<file path="config.mk">
export PLATFORM = sky130hd
export DESIGN_NAME = tile_layer_top
export DESIGN_NICKNAME = d
export VERILOG_FILES = /design/src/design/tile_pkg.sv /design/src/design/host_write_port.sv /design/src/design/tile_layer_top.sv /design/src/design/tile_ram.sv /design/src/design/tile_render.sv /design/src/design/vid_timing.sv
export SDC_FILE = /design/constraint.sdc
export NUM_CORES = 1
export LEC_CHECK = 0
export ABC_AREA = 0
export BUFFER_PORTS_ARGS = -buffer_cell sky130_fd_sc_hd__buf_2
export CORE_ASPECT_RATIO = 1.2
export CORE_MARGIN = 2
export CORE_UTILIZATION = 45
export CTS_CLUSTER_SIZE = 8
export DETAILED_ROUTE_END_ITERATION = 10
export SYNTH_ARGS = -nofsm -noshare
export SYNTH_HDL_FRONTEND = slang
export SYNTH_SLANG_ARGS = --single-unit
</file>
<file path="constraint.sdc">
create_clock -name clk -period 5.8 [get_ports clk]
set_input_delay 0.58 -clock clk [delete_from_list [all_inputs] [get_ports clk]]
set_output_delay 0.58 -clock clk [all_outputs]
set_load 0.005 [all_outputs]
</file>
<file path="src/design/tile_pkg.sv">
// tile map display layer, shared definitions
// screen geometry, memory address widths and the structs that
// travel between host port, raster timing, memories and renderer

package tile_pkg;

    // counter widths of the raster generator
    localparam int HCNT_W = 7;
    localparam int VCNT_W = 6;

    // cycles per line and lines per frame
    localparam logic [HCNT_W-1:0] H_TOTAL = 7'd80;
    localparam logic [VCNT_W-1:0] V_TOTAL = 6'd40;

    // visible area
    localparam logic [HCNT_W-1:0] H_ACTIVE = 7'd64;
    localparam logic [VCNT_W-1:0] V_ACTIVE = 6'd32;

    // first visible pixel leaves the renderer here
    localparam logic [HCNT_W-1:0] H_START = 7'd8;

    // sync windows run from these counts to the end of line / frame
    localparam logic [HCNT_W-1:0] HS_START = 7'd72;
    localparam logic [VCNT_W-1:0] VS_START = 6'd36;

    // 8x4 tile map, 16 glyph codes of 8 rows each
    localparam int MAP_AW   = 5;
    localparam int GLYPH_AW = 7;

    // host address, top bit picks glyph (1) or map (0) memory
    localparam int HOST_AW = 8;

    typedef struct packed {
        logic [3:0] code;
        logic [2:0] pal;
        logic       hflip;
    } map_entry_t;

    // bit 7 is the leftmost pixel of an unflipped tile
    typedef logic [7:0] glyph_row_t;

    typedef struct packed {
        logic [HOST_AW-1:0] addr;
        logic [7:0]         data;
    } host_wr_t;

    typedef struct packed {
        logic [HCNT_W-1:0] hcnt;
        logic [VCNT_W-1:0] vcnt;
        logic              hs;
        logic              vs;
        logic              de;
    } raster_t;

    typedef struct packed {
        logic       hs;
        logic       vs;
        logic       de;
        logic [3:0] color;
    } vid_out_t;

endpackage

</file>
<file path="src/design/host_write_port.sv">
// host write port for the tile layer
// splits host writes between map and glyph memory, parks each one in
// a pending register and commits it on the first cycle the renderer
// leaves that memory alone, renderer reads always win the address

`timescale 1ns/1ps

module host_write_port import tile_pkg::*; (
    input  logic                clk,
    input  logic                rst,
    // host side
    input  host_wr_t            host_wr,
    input  logic                host_we,
    // renderer read requests
    input  logic                map_rd,
    input  logic [MAP_AW-1:0]   map_rd_addr,
    input  logic                glyph_rd,
    input  logic [GLYPH_AW-1:0] glyph_rd_addr,
    // map memory port
    output logic [MAP_AW-1:0]   map_addr,
    output logic                map_we,
    output map_entry_t          map_data,
    // glyph memory port
    output logic [GLYPH_AW-1:0] glyph_addr,
    output logic                glyph_we,
    output glyph_row_t          glyph_data
);

    // host address decode
    logic sel_glyph;
    logic map_hit;
    logic glyph_hit;

    // one pending write per memory
    logic                map_pend_vld;
    logic [MAP_AW-1:0]   map_pend_addr;
    map_entry_t          map_pend_data;
    logic                glyph_pend_vld;
    logic [GLYPH_AW-1:0] glyph_pend_addr;
    glyph_row_t          glyph_pend_data;

    assign sel_glyph = host_wr.addr[HOST_AW-1];
    assign map_hit   = host_we && !sel_glyph;
    assign glyph_hit = host_we && sel_glyph;

    // valid flags
    // a new strobe wins over a commit on the same cycle, the commit
    // still writes the old word since the payload updates on the edge
    always_ff @(posedge clk) begin
        if (rst) begin
            map_pend_vld   <= 1'b0;
            glyph_pend_vld <= 1'b0;
        end else begin
            if (map_hit) begin
                map_pend_vld <= 1'b1;
            end else if (map_we) begin
                map_pend_vld <= 1'b0;
            end
            if (glyph_hit) begin
                glyph_pend_vld <= 1'b1;
            end else if (glyph_we) begin
                glyph_pend_vld <= 1'b0;
            end
        end
    end

    // pending address and data
    always_ff @(posedge clk) begin
        if (map_hit) begin
            map_pend_addr <= host_wr.addr[MAP_AW-1:0];
            map_pend_data <= map_entry_t'(host_wr.data);
        end
        if (glyph_hit) begin
            glyph_pend_addr <= host_wr.addr[GLYPH_AW-1:0];
            glyph_pend_data <= glyph_row_t'(host_wr.data);
        end
    end

    // address muxes, read strobe first
    assign map_we     = map_pend_vld && !map_rd;
    assign map_addr   = map_rd ? map_rd_addr : map_pend_addr;
    assign map_data   = map_pend_data;

    assign glyph_we   = glyph_pend_vld && !glyph_rd;
    assign glyph_addr = glyph_rd ? glyph_rd_addr : glyph_pend_addr;
    assign glyph_data = glyph_pend_data;

endmodule

</file>
<file path="src/design/tile_layer_top.sv">
// tile map display layer, top level
// raster timing drives the renderer, which reads map and glyph
// memories through the host write port, host writes slip into
// the free memory cycles

`timescale 1ns/1ps

module tile_layer_top import tile_pkg::*; (
    input  logic     clk,
    input  logic     rst,
    input  host_wr_t host_wr,
    input  logic     host_we,
    output vid_out_t video
);

    raster_t             raster;

    // renderer read requests
    logic                map_rd;
    logic [MAP_AW-1:0]   map_rd_addr;
    logic                glyph_rd;
    logic [GLYPH_AW-1:0] glyph_rd_addr;

    // memory ports
    logic [MAP_AW-1:0]   map_addr;
    logic                map_we;
    map_entry_t          map_data;
    map_entry_t          map_q;
    logic [GLYPH_AW-1:0] glyph_addr;
    logic                glyph_we;
    glyph_row_t          glyph_data;
    glyph_row_t          glyph_q;

    vid_timing i_timing (
        .clk    (clk),
        .rst    (rst),
        .raster (raster)
    );

    host_write_port i_wr_port (
        .clk           (clk),
        .rst           (rst),
        .host_wr       (host_wr),
        .host_we       (host_we),
        .map_rd        (map_rd),
        .map_rd_addr   (map_rd_addr),
        .glyph_rd      (glyph_rd),
        .glyph_rd_addr (glyph_rd_addr),
        .map_addr      (map_addr),
        .map_we        (map_we),
        .map_data      (map_data),
        .glyph_addr    (glyph_addr),
        .glyph_we      (glyph_we),
        .glyph_data    (glyph_data)
    );

    // 32 tile entries
    tile_ram #(.payload_t(map_entry_t), .aw(MAP_AW)) i_map_ram (
        .clk  (clk),
        .addr (map_addr),
        .we   (map_we),
        .data (map_data),
        .q    (map_q)
    );

    // 16 codes of 8 rows
    tile_ram #(.payload_t(glyph_row_t), .aw(GLYPH_AW)) i_glyph_ram (
        .clk  (clk),
        .addr (glyph_addr),
        .we   (glyph_we),
        .data (glyph_data),
        .q    (glyph_q)
    );

    tile_render i_render (
        .clk           (clk),
        .rst           (rst),
        .raster        (raster),
        .map_q         (map_q),
        .glyph_q       (glyph_q),
        .map_rd        (map_rd),
        .map_rd_addr   (map_rd_addr),
        .glyph_rd      (glyph_rd),
        .glyph_rd_addr (glyph_rd_addr),
        .video         (video)
    );

endmodule

</file>
<file path="src/design/tile_ram.sv">
// generic single-port synchronous memory
// the payload type is a parameter so the same block holds
// tile map entries or glyph rows
// q is registered from addr on every clock, data is written on we

`timescale 1ns/1ps

module tile_ram #(
    // stored word, any packed type
    parameter type payload_t = logic [7:0],
    // address width, depth is 2**aw
    parameter int  aw        = 5
) (
    input  logic          clk,
    input  logic [aw-1:0] addr,
    input  logic          we,
    input  payload_t      data,
    output payload_t      q
);

    // storage array, contents come from the host at run time
    payload_t mem [0:(2**aw)-1];

    // read port
    // unconditional, so q follows addr with one cycle of latency
    // a write to the same address returns the old word on that cycle
    always_ff @(posedge clk) begin
        q <= mem[addr];
    end

    // write port
    // the strobe already carries the enable
    always_ff @(posedge clk) begin
        if (we) begin
            mem[addr] <= data;
        end
    end

endmodule

</file>
<file path="src/design/tile_render.sv">
// tile renderer
// fetches one map entry and one glyph row per 8-pixel tile, stages
// the row with its attributes and shifts it out as 4-bit colour
// indices, mirrored when hflip is set
// schedule per tile t, as raster.hcnt seen on the clock edge
//   8t map read, 8t+1 map entry, 8t+2 glyph read, 8t+3 staged
//   8t+8+k pixel k leaves together with de

`timescale 1ns/1ps

module tile_render import tile_pkg::*; (
    input  logic                clk,
    input  logic                rst,
    input  raster_t             raster,
    // memory read data, one cycle after the address
    input  map_entry_t          map_q,
    input  glyph_row_t          glyph_q,
    // read requests
    output logic                map_rd,
    output logic [MAP_AW-1:0]   map_rd_addr,
    output logic                glyph_rd,
    output logic [GLYPH_AW-1:0] glyph_rd_addr,
    // pixel stream
    output vid_out_t            video
);

    // one tile ready to be drawn
    typedef struct packed {
        logic [2:0] pal;
        logic       hflip;
        glyph_row_t row;
    } tile_slot_t;

    logic       active_line;
    logic       fetch_slot;
    logic       load;
    // glyph data is on glyph_q the cycle after glyph_rd
    logic       glyph_vld;
    // attributes caught while the map entry is on map_q
    logic [2:0] fetch_pal;
    logic       fetch_hflip;
    // staging register and shifter, two tiles in flight
    tile_slot_t stg;
    tile_slot_t sh;
    tile_slot_t src;

    // first pixel of a row in the current direction
    function automatic logic lead_bit(glyph_row_t row, logic flip);
        return flip ? row[0] : row[7];
    endfunction

    // drop the pixel just drawn
    function automatic glyph_row_t shift_row(glyph_row_t row, logic flip);
        return flip ? (row >> 1) : (row << 1);
    endfunction

    assign active_line = (raster.vcnt < V_ACTIVE);
    // eight fetch slots at the start of each visible line
    assign fetch_slot  = active_line && (raster.hcnt < H_ACTIVE) &&
                         (raster.hcnt[2:0] == 3'd0);
    // tile boundary, shifter takes the staged row
    assign load        = (raster.hcnt[2:0] == 3'd0);

    // read strobes and the data-valid pipe
    always_ff @(posedge clk) begin
        if (rst) begin
            map_rd    <= 1'b0;
            glyph_rd  <= 1'b0;
            glyph_vld <= 1'b0;
        end else begin
            map_rd    <= fetch_slot;
            glyph_rd  <= map_rd;
            glyph_vld <= glyph_rd;
        end
    end

    // map address is {tile row, tile column}
    always_ff @(posedge clk) begin
        if (fetch_slot) begin
            map_rd_addr <= {raster.vcnt[4:3], raster.hcnt[5:3]};
        end
    end

    // glyph address straight from the map entry, row within the tile
    assign glyph_rd_addr = {map_q.code, raster.vcnt[2:0]};

    // hold pal and hflip, map_q may show a host write address next cycle
    always_ff @(posedge clk) begin
        if (glyph_rd) begin
            fetch_pal   <= map_q.pal;
            fetch_hflip <= map_q.hflip;
        end
    end

    // staging register
    always_ff @(posedge clk) begin
        if (glyph_vld) begin
            stg.pal   <= fetch_pal;
            stg.hflip <= fetch_hflip;
            stg.row   <= glyph_q;
        end
    end

    // pixel source, fresh tile on a boundary, else the shifter
    assign src = load ? stg : sh;

    // shifter runs every cycle, outside de its bits are not shown
    always_ff @(posedge clk) begin
        sh.pal   <= src.pal;
        sh.hflip <= src.hflip;
        sh.row   <= shift_row(src.row, src.hflip);
    end

    // output stage
    // sync and de are delayed one cycle to sit with the pixel
    always_ff @(posedge clk) begin
        if (rst) begin
            video <= '0;
        end else begin
            video.hs    <= raster.hs;
            video.vs    <= raster.vs;
            video.de    <= raster.de;
            video.color <= raster.de ? {src.pal, lead_bit(src.row, src.hflip)} : 4'd0;
        end
    end

endmodule

</file>
<file path="src/design/vid_timing.sv">
// raster generator for a 64x32 screen
// wrapping horizontal and vertical counters plus registered sync
// and display enable, all taken from the next count so every field
// of the raster struct describes the same position

`timescale 1ns/1ps

module vid_timing import tile_pkg::*; (
    input  logic    clk,
    input  logic    rst,
    output raster_t raster
);

    // next raster position
    logic [HCNT_W-1:0] h_next;
    logic [VCNT_W-1:0] v_next;
    logic              h_last;
    logic              v_last;

    assign h_last = (raster.hcnt == H_TOTAL - 1'b1);
    assign v_last = (raster.vcnt == V_TOTAL - 1'b1);

    always_comb begin
        h_next = raster.hcnt + 1'b1;
        v_next = raster.vcnt;
        // end of line, wrap and step the line counter
        if (h_last) begin
            h_next = '0;
            v_next = v_last ? '0 : raster.vcnt + 1'b1;
        end
    end

    always_ff @(posedge clk) begin
        if (rst) begin
            raster <= '0;
        end else begin
            raster.hcnt <= h_next;
            raster.vcnt <= v_next;
            // sync runs to the end of line or frame
            raster.hs   <= (h_next >= HS_START);
            raster.vs   <= (v_next >= VS_START);
            // de already sits where the pixels leave the renderer
            raster.de   <= (h_next >= H_START) &&
                           (h_next < H_START + H_ACTIVE) &&
                           (v_next < V_ACTIVE);
        end
    end

endmodule

</file>
Word-level counts from Yosys, hierarchy flattened
Memories as Yosys holds them, arrays and structs flattened. A register that Yosys moved wholly into a read port is not among the register bits.
Cells that the tools add are included.
{"block": "word_totals", "reg_bits": 89, "ramBits": 1280, "inputBits": 19, "output_inout_bits": 7, "word_cells": 76, "memories": 2}
{"block": "op_classes", "addsub": 2, "magnitude_cmp": 7, "n_eq_ne": 2, "muxes": 16, "n_bitwise": 1, "reduce_logical": 15}
{"name": "i_glyph_ram.mem", "words": 128, "width": 8, "read_ports": 1, "rd_ports_with_merged_regs": 1, "write_ports": 1, "line": "tile_ram.sv:22", "rtl": "payload_t mem [0:(2**aw)-1];"}
{"name": "i_map_ram.mem", "words": 32, "width": 8, "read_ports": 1, "rd_ports_with_merged_regs": 1, "write_ports": 1, "line": "tile_ram.sv:22"}
{"op": "7-bit two-way mux", "n": 3}
{"op": "7-bit less-than comparator (second input constant)", "n": 2}
{"op": "6-bit less-than comparator (second input constant)", "n": 2}
{"op": "12-bit two-way mux", "n": 1}
{"op": "6-bit two-way mux", "n": 2}
{"op": "1-bit two-way mux", "n": 9}
{"op": "1-bit logical AND", "n": 8}
{"op": "7-bit by 1-bit adder with 7-bit output (second input constant)", "n": 1}
{"op": "7-bit equality test (second input constant)", "n": 1}
{"op": "7-bit by 4-bit >= comparator with 1-bit output (second input constant)", "n": 1}
{"op": "7-bit >= comparator (second input constant)", "n": 1}
{"op": "6-bit by 1-bit adder with 6-bit output (second input constant)", "n": 1}
{"op": "6-bit equality test (second input constant)", "n": 1}
{"op": "6-bit >= comparator (second input constant)", "n": 1}
{"op": "5-bit two-way mux", "n": 1}
{"op": "2-bit nonzero test", "n": 2}
{"op": "1-bit zero test", "n": 3}
{"op": "3-bit zero test", "n": 1}
{"op": "2-bit OR reduction", "n": 1}
{"op": "1-bit NOT", "n": 1}

Logic depth before layout (Yosys ltp)
Gate-level depths: netlist (run 1).
{"block": "logic_depth", "ltp_word": 5, "depth_mapped": 10, "mapped_depth_nobuf": 7}

Modules after synthesis
From an unflattened synthesis (run 1), not the netlist that was laid out.
{"block": "unflattened", "hier_cells": 3316, "hier_area_um2": 54199.5}
{"module": "tile_ram at i_glyph_ram", "instances": 1, "cells_each": 2475, "area_each_um2": 40433.8}
{"module": "tile_ram at i_map_ram", "instances": 1, "cells_each": 576, "area_each_um2": 10206.0}
{"module": "tile_render", "instances": 1, "cells_each": 104, "area_each_um2": 1537.7}
{"module": "host_write_port", "instances": 1, "cells_each": 53, "area_each_um2": 1134.8}
{"module": "vid_timing", "instances": 1, "cells_each": 108, "area_each_um2": 887.1}

Worst setup path after synthesis (run 1)
Ideal clock, no wire load.
{"block": "synth_path", "kind": "register to register", "from": "reg i_render.glyph_rd", "to": "mem i_glyph_ram.mem[120][0] (netlist bit) (enable)", "setup_time_ns": 0.370, "arrival_ns": 2.154, "setup_slack_ns": 3.276, "path_stages_with_launch": 7, "path_buffers": 3, "cell_sequence": "dfxtp_1 > buf_4 > clkbuf_1 > o32ai_1 > clkbuf_1 > nand2_1 > nor2_1"}
{"block": "synth_via", "elab_chain_len": 4, "elab_cells_between_ends": 5, "classes_between": "3 x mux; 2 x reduce/logical"}
{"item": "start: declaration", "line": "tile_render.sv:21", "rtl": "output logic glyph_rd,"}
{"item": "start signal: assignment", "line": "tile_render.sv:72", "rtl": "glyph_rd <= map_rd;"}
{"item": "1-bit zero test", "line": "host_write_port.sv:84", "rtl": "assign glyph_we = glyph_pend_vld && !glyph_rd;"}
{"item": "1-bit logical AND", "line": "host_write_port.sv:84"}
{"item": "1-bit two-way mux", "line": "tile_ram.sv:34", "rtl": "if (we) begin"}
{"item": "1-bit two-way mux (implied by the code)", "line": "tile_ram.sv:35", "rtl": "mem[addr] <= data;"}
{"item": "end: declaration", "line": "tile_ram.sv:22"}
Several ways; a longest one is shown, not always the timed one.

Worst setup path after layout (run 1)
{"block": "layout_path", "from": "reg i_render.glyph_rd", "to": "reg i_glyph_ram.q[1] (netlist bit) (read register of i_glyph_ram.mem)"}
{"block": "layout_via", "elab_chain_len": 1}
{"item": "7-bit two-way mux", "line": "host_write_port.sv:85", "rtl": "assign glyph_addr = glyph_rd ? glyph_rd_addr : glyph_pend_addr;"}
{"item": "end: declaration", "line": "tile_ram.sv:18", "rtl": "output payload_t q"}
No other way between the ends.
A chain may end at the register's enable or synchronous reset.

==> flow_summary.toml, run 1 <==
[synth]
synth_top_area_share_pct = 74.65
yosys_warnings = 0
ys_seq_area_share_pct = 76.75
synth_area_leaders = "edfxtp_1 (75%), mux2i_1 (9.8%), o22ai_1 (3.0%)"
synth-simple-area-share_pct = 2.799
synth_fp_nets = 3037
synth-async-reset-ratio_pct = 0
synthAdderAreaFrac_pct = 0.07021
synthMuxAreaShare_pct = 12.57
synth_edf_count = 1329
synth_seq_cells = 1385
syn_area_sq_um = 53460
synth_largest_area_cell = "edfxtp_1"
netlist_instances = 3015
synthFlopType = "edfxtp_1"
synth_cell_types = 52
syn-mean-instance-area_sq_um = 17.73
synth_compound_area_share_pct = 5.938
synth_top_family_by_area = "multiplexers"
synth-xor-area-share_pct = 0.09830

[drt]
vias = 27910
drt_iter0_drc = 2392
drc = 0
postRouteAntennaNets = 0
drt-pass1-iter-count = 6
avgViaCountPerCell = 5.857
routedWlPerCell_microns = 26.84
routed_wirelength_microns = 127900

[global_route]
overflow = 0
grt_pass1_wl_microns = 188300
grt_pass1_vias = 28270
antenna_found_initial = 3
grt_max_degree = 108
grt_usage_pct = 20.93

[sta]
slew_viol_final = 0
fmax_mhz = 232.7
min_period_ps = 4298
skew_ps = 26.66
finalHoldViolCount = 0
tightestPinTransition_ps = 1254
max_slew_margin_pct = 15.54
setup_viol_count_final = 0
fin_crit_sh_pct = 74.11
fin_tns_setup_ps = 0
rsz0062_at_grt = "false"

[power]
vdd_ir_drop_max_v = 0.0003106
power-per-cell-area_nw_per_um2 = 374.3
p_leak_nw = 20.34

[worst_setup_path]
cp_max_fo = 107
cp_cell_sequence = "mux2i_4, buf_4, buf_12, mux2i_1, o22ai_1, o21ai_0, a41oi_1, or4_1"
worstSetupEndpointType = "flop"
slowest_stage = "dfxtp_2"
cp.arrival_ps = 4950
worstSetupPathType = "reg -> reg"
start_kind = "flop"
critPathMaxStageDelay_ps = 800
cp.required_ps = 6450

[floorplan]
initial_utilization_pct = 45.33
fp.dieW_microns = 318.6
ios = 26
die_h_microns = 381.6
core-area_sq_um = 117900
rows = 138
dieArea_sq_um = 121600

[run_status]
status = "finished, final reports clean"

[cts]
h-tree-depth = 4
cts_setup_buffers = 0
clockBufferDepth = 3
ctsHoldBuffers = 8
cts.sink_count = 1385
cts_resized = 0
clk-insertion-delay-late_ps = 790
clk_pin_slew_ps = 50
root_buffer = "clkbuf_16"
cts_buffers = 191
tritoncts = "yes"

[cells_and_area]
synthToLayoutAreaGrowth_pct = 13.65
design_area_sq_um = 60760
layout.nets = 3147
diodes = 0
final_layout_size_suffix_gt1_share_pct = 11.47

[flow_run]
cap_violations = 0

[placed_design]
place_area_sq_um = 55320
dp_hpwl_microns = 76190
portBuffers = 25
place_congestion = 0.8434

[hold_path]
worstHoldPathType = "in -> reg"
==> final timing paths <==
| path | slack, ps | end | startpoint | cells past startpoint |
|---|---|---|---|---|
| max | 1500 | i_glyph_ram.q[1]$_DFF_P_ | i_render.glyph_rd$_SDFF_PP0_ | 8 |
| min reg2reg | 400 | i_render.fetch_pal[0]$_DFFE_PP_ | i_map_ram.q[1]$_DFF_P_ | 0 |
| max reg2reg | 1500 | i_glyph_ram.q[1]$_DFF_P_ | i_render.glyph_rd$_SDFF_PP0_ | 8 |
| min | 70 | i_wr_port.glyph_data[0]$_DFFE_PP_ | host_wr[0] | 1 |
==> worst max-delay path: cells and delay by family (launching register included) <==
kind            cells  cell delay (ps)
mux                 2              650
flops               1              800
simple gates        1              610
compound gates      3             1070
buf+inv             2              780
==> flip-flops by register name (all words and copies together) (netlist names) <==
register and flops:
i_glyph_ram.mem 1024, i_map_ram.mem 256, i_timing.raster 16, i_render.sh 12, i_render.stg 12, i_glyph_ram.q 8, i_map_ram.q 8, i_wr_port.glyph_data 8
i_wr_port.map_data 8, i_render.video 7, i_wr_port.glyph_pend_addr 7, i_render.map_rd_addr 5, i_wr_port.map_pend_addr 5, i_render.fetch_pal 3, i_render.fetch_hflip 1, i_render.glyph_rd 1
i_render.glyph_vld 1, i_render.map_rd 1, i_wr_port.glyph_pend_vld 1, i_wr_port.map_pend_vld 1
==> per-stage QoR <==
stage	hold slack [ps]	setup slack, ps	utilization (%)	std cells	power [W]
CTS	7.692	1538	51.52	4765	0.02291
finish	66.24	1502	51.52	4765	0.02274
detailed placement	389.5	1568	46.91	4464	0.01291
global route	31.57	1377	51.52	4765	0.02339
global placement	393.1	1623	46.91	4464	0.01289
floorplan	385.5	3276	-	3015	0.01234
==> cells by family after synthesis <==
| group | Yosys count |
|---|---|
| xor+xnor | 6 |
| fa+ha+maj | 3 |
| simple gates | 336 |
| buf+inv | 185 |
| flops | 1385 |
| mux | 591 |
| compound gates | 509 |
==> layout by cell type (no fill, tap or decap), drive strengths merged, types with 19 or more instances in the layout <==
| cell type | synthesis | final |
|---|---|---|
| o22ai | 257 | 257 |
| edfxtp | 1329 | 1329 |
| nand2 | 73 | 73 |
| nor2b | 19 | 19 |
| a22oi | 31 | 31 |
| o21ai | 138 | 138 |
| mux2i | 526 | 526 |
| mux4 | 64 | 64 |
| dfxtp | 56 | 56 |
| a21oi | 24 | 24 |
| buf | 118 | 82 |
| nor2 | 175 | 175 |
| clkbuf | 55 | 282 |
| a41oi | 32 | 32 |
==> synthesized netlist by cell type (3+ instances only) <==
library cell  instances
clkbuf_1             55
buf_4                15
o21ai_0             133
o32ai_1               5
a22oi_1              29
edfxtp_1           1329
and3_1                3
nor2b_1              19
a211oi_1              9
nor3_1                6
o21ai_1               5
or4_1                 8
a41oi_1              32
o22ai_1             257
inv_1                12
xnor2_1               6
a21oi_1              24
nand3b_1              3
buf_6                12
mux2i_1             526
nand3_1               6
nand4_1              13
dfxtp_1              56
and2_1                4
buf_2                89
nor2_1              175
ha_1                  3
mux4_2               64
nand2b_1             15
nand2_1              73
==> cell type report <==
cell class	count	area (sq um)
sequential	1385	41030
clock buffer	282	5185
inverter	12	45.04
clock inverter	11	170.2
fill	9322	57170
timing repair buffer	90	770.7
tap	1540	1927
multi-input combinational	1445	11630
==> layer usage <==
layer  wire length (microns)  global-route usage [%]  share of wire [%]
met1                   52220                   27.31                 41
met2                   64450                   35.37                 50
met3                    7353                   3.675                5.7
met4                    3832                   7.337                3.0
met5                      21                       0              0.016
==> report_power, final <==
group          internal [W]  total, W  switching [W]
combinational      0.000506   0.00148       0.000974
clock               0.00607    0.0100        0.00395
sequential           0.0111    0.0112       0.000122
(Power assumes the default switching activity.)
==> run 2, diff against run 1 <==
==> constraint.sdc (replaced) <==
create_clock -name clk -period 4.4 [get_ports clk]
set_input_delay 0.44 -clock clk [delete_from_list [all_inputs] [get_ports clk]]
set_output_delay 0.44 -clock clk [all_outputs]
set_load 0.005 [all_outputs]
==> flow_summary.toml, run 2 (synthesized netlist as in run 1, its figures left out) <==
[run_status]
status = "finished, final reports clean"

[cts]
cts_buffers = 191
clockBufferDepth = 3
tritoncts = "yes"
cts_setup_buffers = 0
clk_pin_slew_ps = 50
cts.sink_count = 1385
clk-insertion-delay-late_ps = 780
cts_resized = 0
ctsHoldBuffers = 15
h-tree-depth = 4
root_buffer = "clkbuf_16"

[floorplan]
initial_utilization_pct = 45.33
dieArea_sq_um = 121600
die_h_microns = 381.6
fp.dieW_microns = 318.6
ios = 26
rows = 138
core-area_sq_um = 117900

[hold_path]
hold_path.startpoint = "rst"
worstHoldPathCells = 2
worstHoldPathType = "in -> reg"
min_to = "i_timing.raster[14]$_SDFF_PP0_"

[cells_and_area]
synthToLayoutAreaGrowth_pct = 14.21
largest-register = "i_glyph_ram.mem"
design_area_sq_um = 61060
layout.nets = 3170
mostFrequentLayoutCells = "edfxtp_1 (1,329), mux2i_1 (523), o22ai_1 (257), clkbuf_16 (193), nor2_1 (175)"
diodes = 0
final_layout_size_suffix_gt1_share_pct = 11.88
reg_top3 = "i_glyph_ram.mem x1024, i_map_ram.mem x256, i_timing.raster x16"
largest_register_ffs = 1024
final_common_cell = "edfxtp_1"

[drt]
drt-pass1-iter-count = 6
routedWlPerCell_microns = 26.73
drt_iter0_drc = 2600
avgViaCountPerCell = 5.854
postRouteAntennaNets = 0
drc = 0
vias = 27980
routed_wirelength_microns = 127800

[worst_setup_path]
cp_max_fo = 21
reg2reg_to = "i_glyph_ram.q[0]$_DFF_P_"
reg2reg_from = "i_render.glyph_rd$_SDFF_PP0_"
slowest_stage = "a32oi_4"
worstSetupEndpointType = "flop"
rrSetupSlack_ps = 430
cp.required_ps = 5040
critPathMaxStageDelay_ps = 810
reg2reg_depth = 7
start_kind = "flop"
cp_cell_sequence = "nor2b_1, a32oi_4, buf_4, o22ai_1, o21ai_0, a41oi_1, or4_1"
worstSetupPathType = "reg -> reg"
cp.arrival_ps = 4610

[global_route]
antenna_found_initial = 0
grt_pass1_vias = 28830
grt_max_degree = 129
grt_pass1_wl_microns = 189700
overflow = 0
grt_usage_pct = 21.10

[power]
power.share.sequential_pct = 49.5
vdd_ir_drop_max_v = 0.0003944
combPwrFrac_pct = 6.7
swShare_pct = 22.26
intPower_w = 0.02331
p_leak_nw = 20.50
switchingPower_w = 0.006674
p_clk_share_pct = 43.9
power-per-cell-area_nw_per_um2 = 491.1

[placed_design]
place_area_sq_um = 55610
dp_hpwl_microns = 75530
portBuffers = 25
place_congestion = 0.8669

[sta]
slew_viol_final = 0
max_slew_margin_pct = 15.44
finalHoldViolCount = 0
min_period_ps = 3971
fmax_mhz = 251.8
tightestPinTransition_ps = 1268
skew_ps = 23.23
fin_tns_setup_ps = 0
fin_crit_sh_pct = 90.26
rsz0062_at_grt = "false"
setup_viol_count_final = 0

[flow_run]
cap_violations = 0
[run 2: changes by cell type in the layout (fill, tap and decap cells not counted), sizes merged]
cell and change:
clkinv -3, dlygate4sd3 +7, clkbuf -9, inv +4, buf +16
[run 2: metrics by stage]
step	std cells	util [%]	setup slack, ps	total power [W]	hold WS, ps
after floorplan	3015	-	1876	0.01627	385.5
after global placement	4480	47.16	504.7	0.01704	391.2
after detailed placement	4480	47.16	479.5	0.01708	390.2
after CTS	4780	51.77	456.6	0.03020	41.52
after global routing	4780	51.77	363.8	0.03087	91.09
final	4780	51.77	428.5	0.02999	93.92
[run 2: final cells by class]
cell class / count / area, sq um
Multi-Input combinational cell: 1445 / 11620
Timing Repair Buffer: 113 / 1136
Clock inverter: 12 / 165.2
Inverter: 12 / 45.04
Sequential cell: 1385 / 41030
Tap cell: 1540 / 1927
Fill cell: 9316 / 56870
Clock buffer: 273 / 5130
[run 2: worst max path at each step]
stage | depth (start not counted) | end | from | slack [ps]
after floorplan | 6 | i_glyph_ram.mem[120][0]$_DFFE_PP_ | i_render.glyph_rd$_SDFF_PP0_ | 1880
after global placement | 7 | i_glyph_ram.q[3]$_DFF_P_ | i_render.glyph_rd$_SDFF_PP0_ | 500
after detailed placement | 7 | i_glyph_ram.q[3]$_DFF_P_ | i_render.glyph_rd$_SDFF_PP0_ | 480
after CTS | 7 | i_glyph_ram.q[3]$_DFF_P_ | i_render.glyph_rd$_SDFF_PP0_ | 460
after global routing | 7 | i_glyph_ram.q[3]$_DFF_P_ | i_render.glyph_rd$_SDFF_PP0_ | 360
final | 7 | i_glyph_ram.q[0]$_DFF_P_ | i_render.glyph_rd$_SDFF_PP0_ | 430
[run 2: critical path: cells and delay by family, from the launching register on]
family | cells | cell delay, ps
AOI/OAI and AO/OA | 4 | 2010
and+or+nand+nor | 2 | 860
DFF | 1 | 580
buffers and inverters | 1 | 350
[run 2: power groups by stage]
stage	Clock [W]	Combinational [W]	Sequential, W
floorplan	0	0.00120	0.0151
global placement	0	0.00197	0.0151
detailed placement	0	0.00200	0.0151
CTS	0.0134	0.00201	0.0148
global route	0.0139	0.00212	0.0148
finish	0.0132	0.00200	0.0148
[run 2: per-layer routing]
metal,global-route usage [%],vias up,wire length (microns)
met3,3.787,264,7943
met1,27.13,14290,51090
met2,35.37,1056,63850
met4,8.838,0,4869
met5,0,-,0
li1,-,12370,-
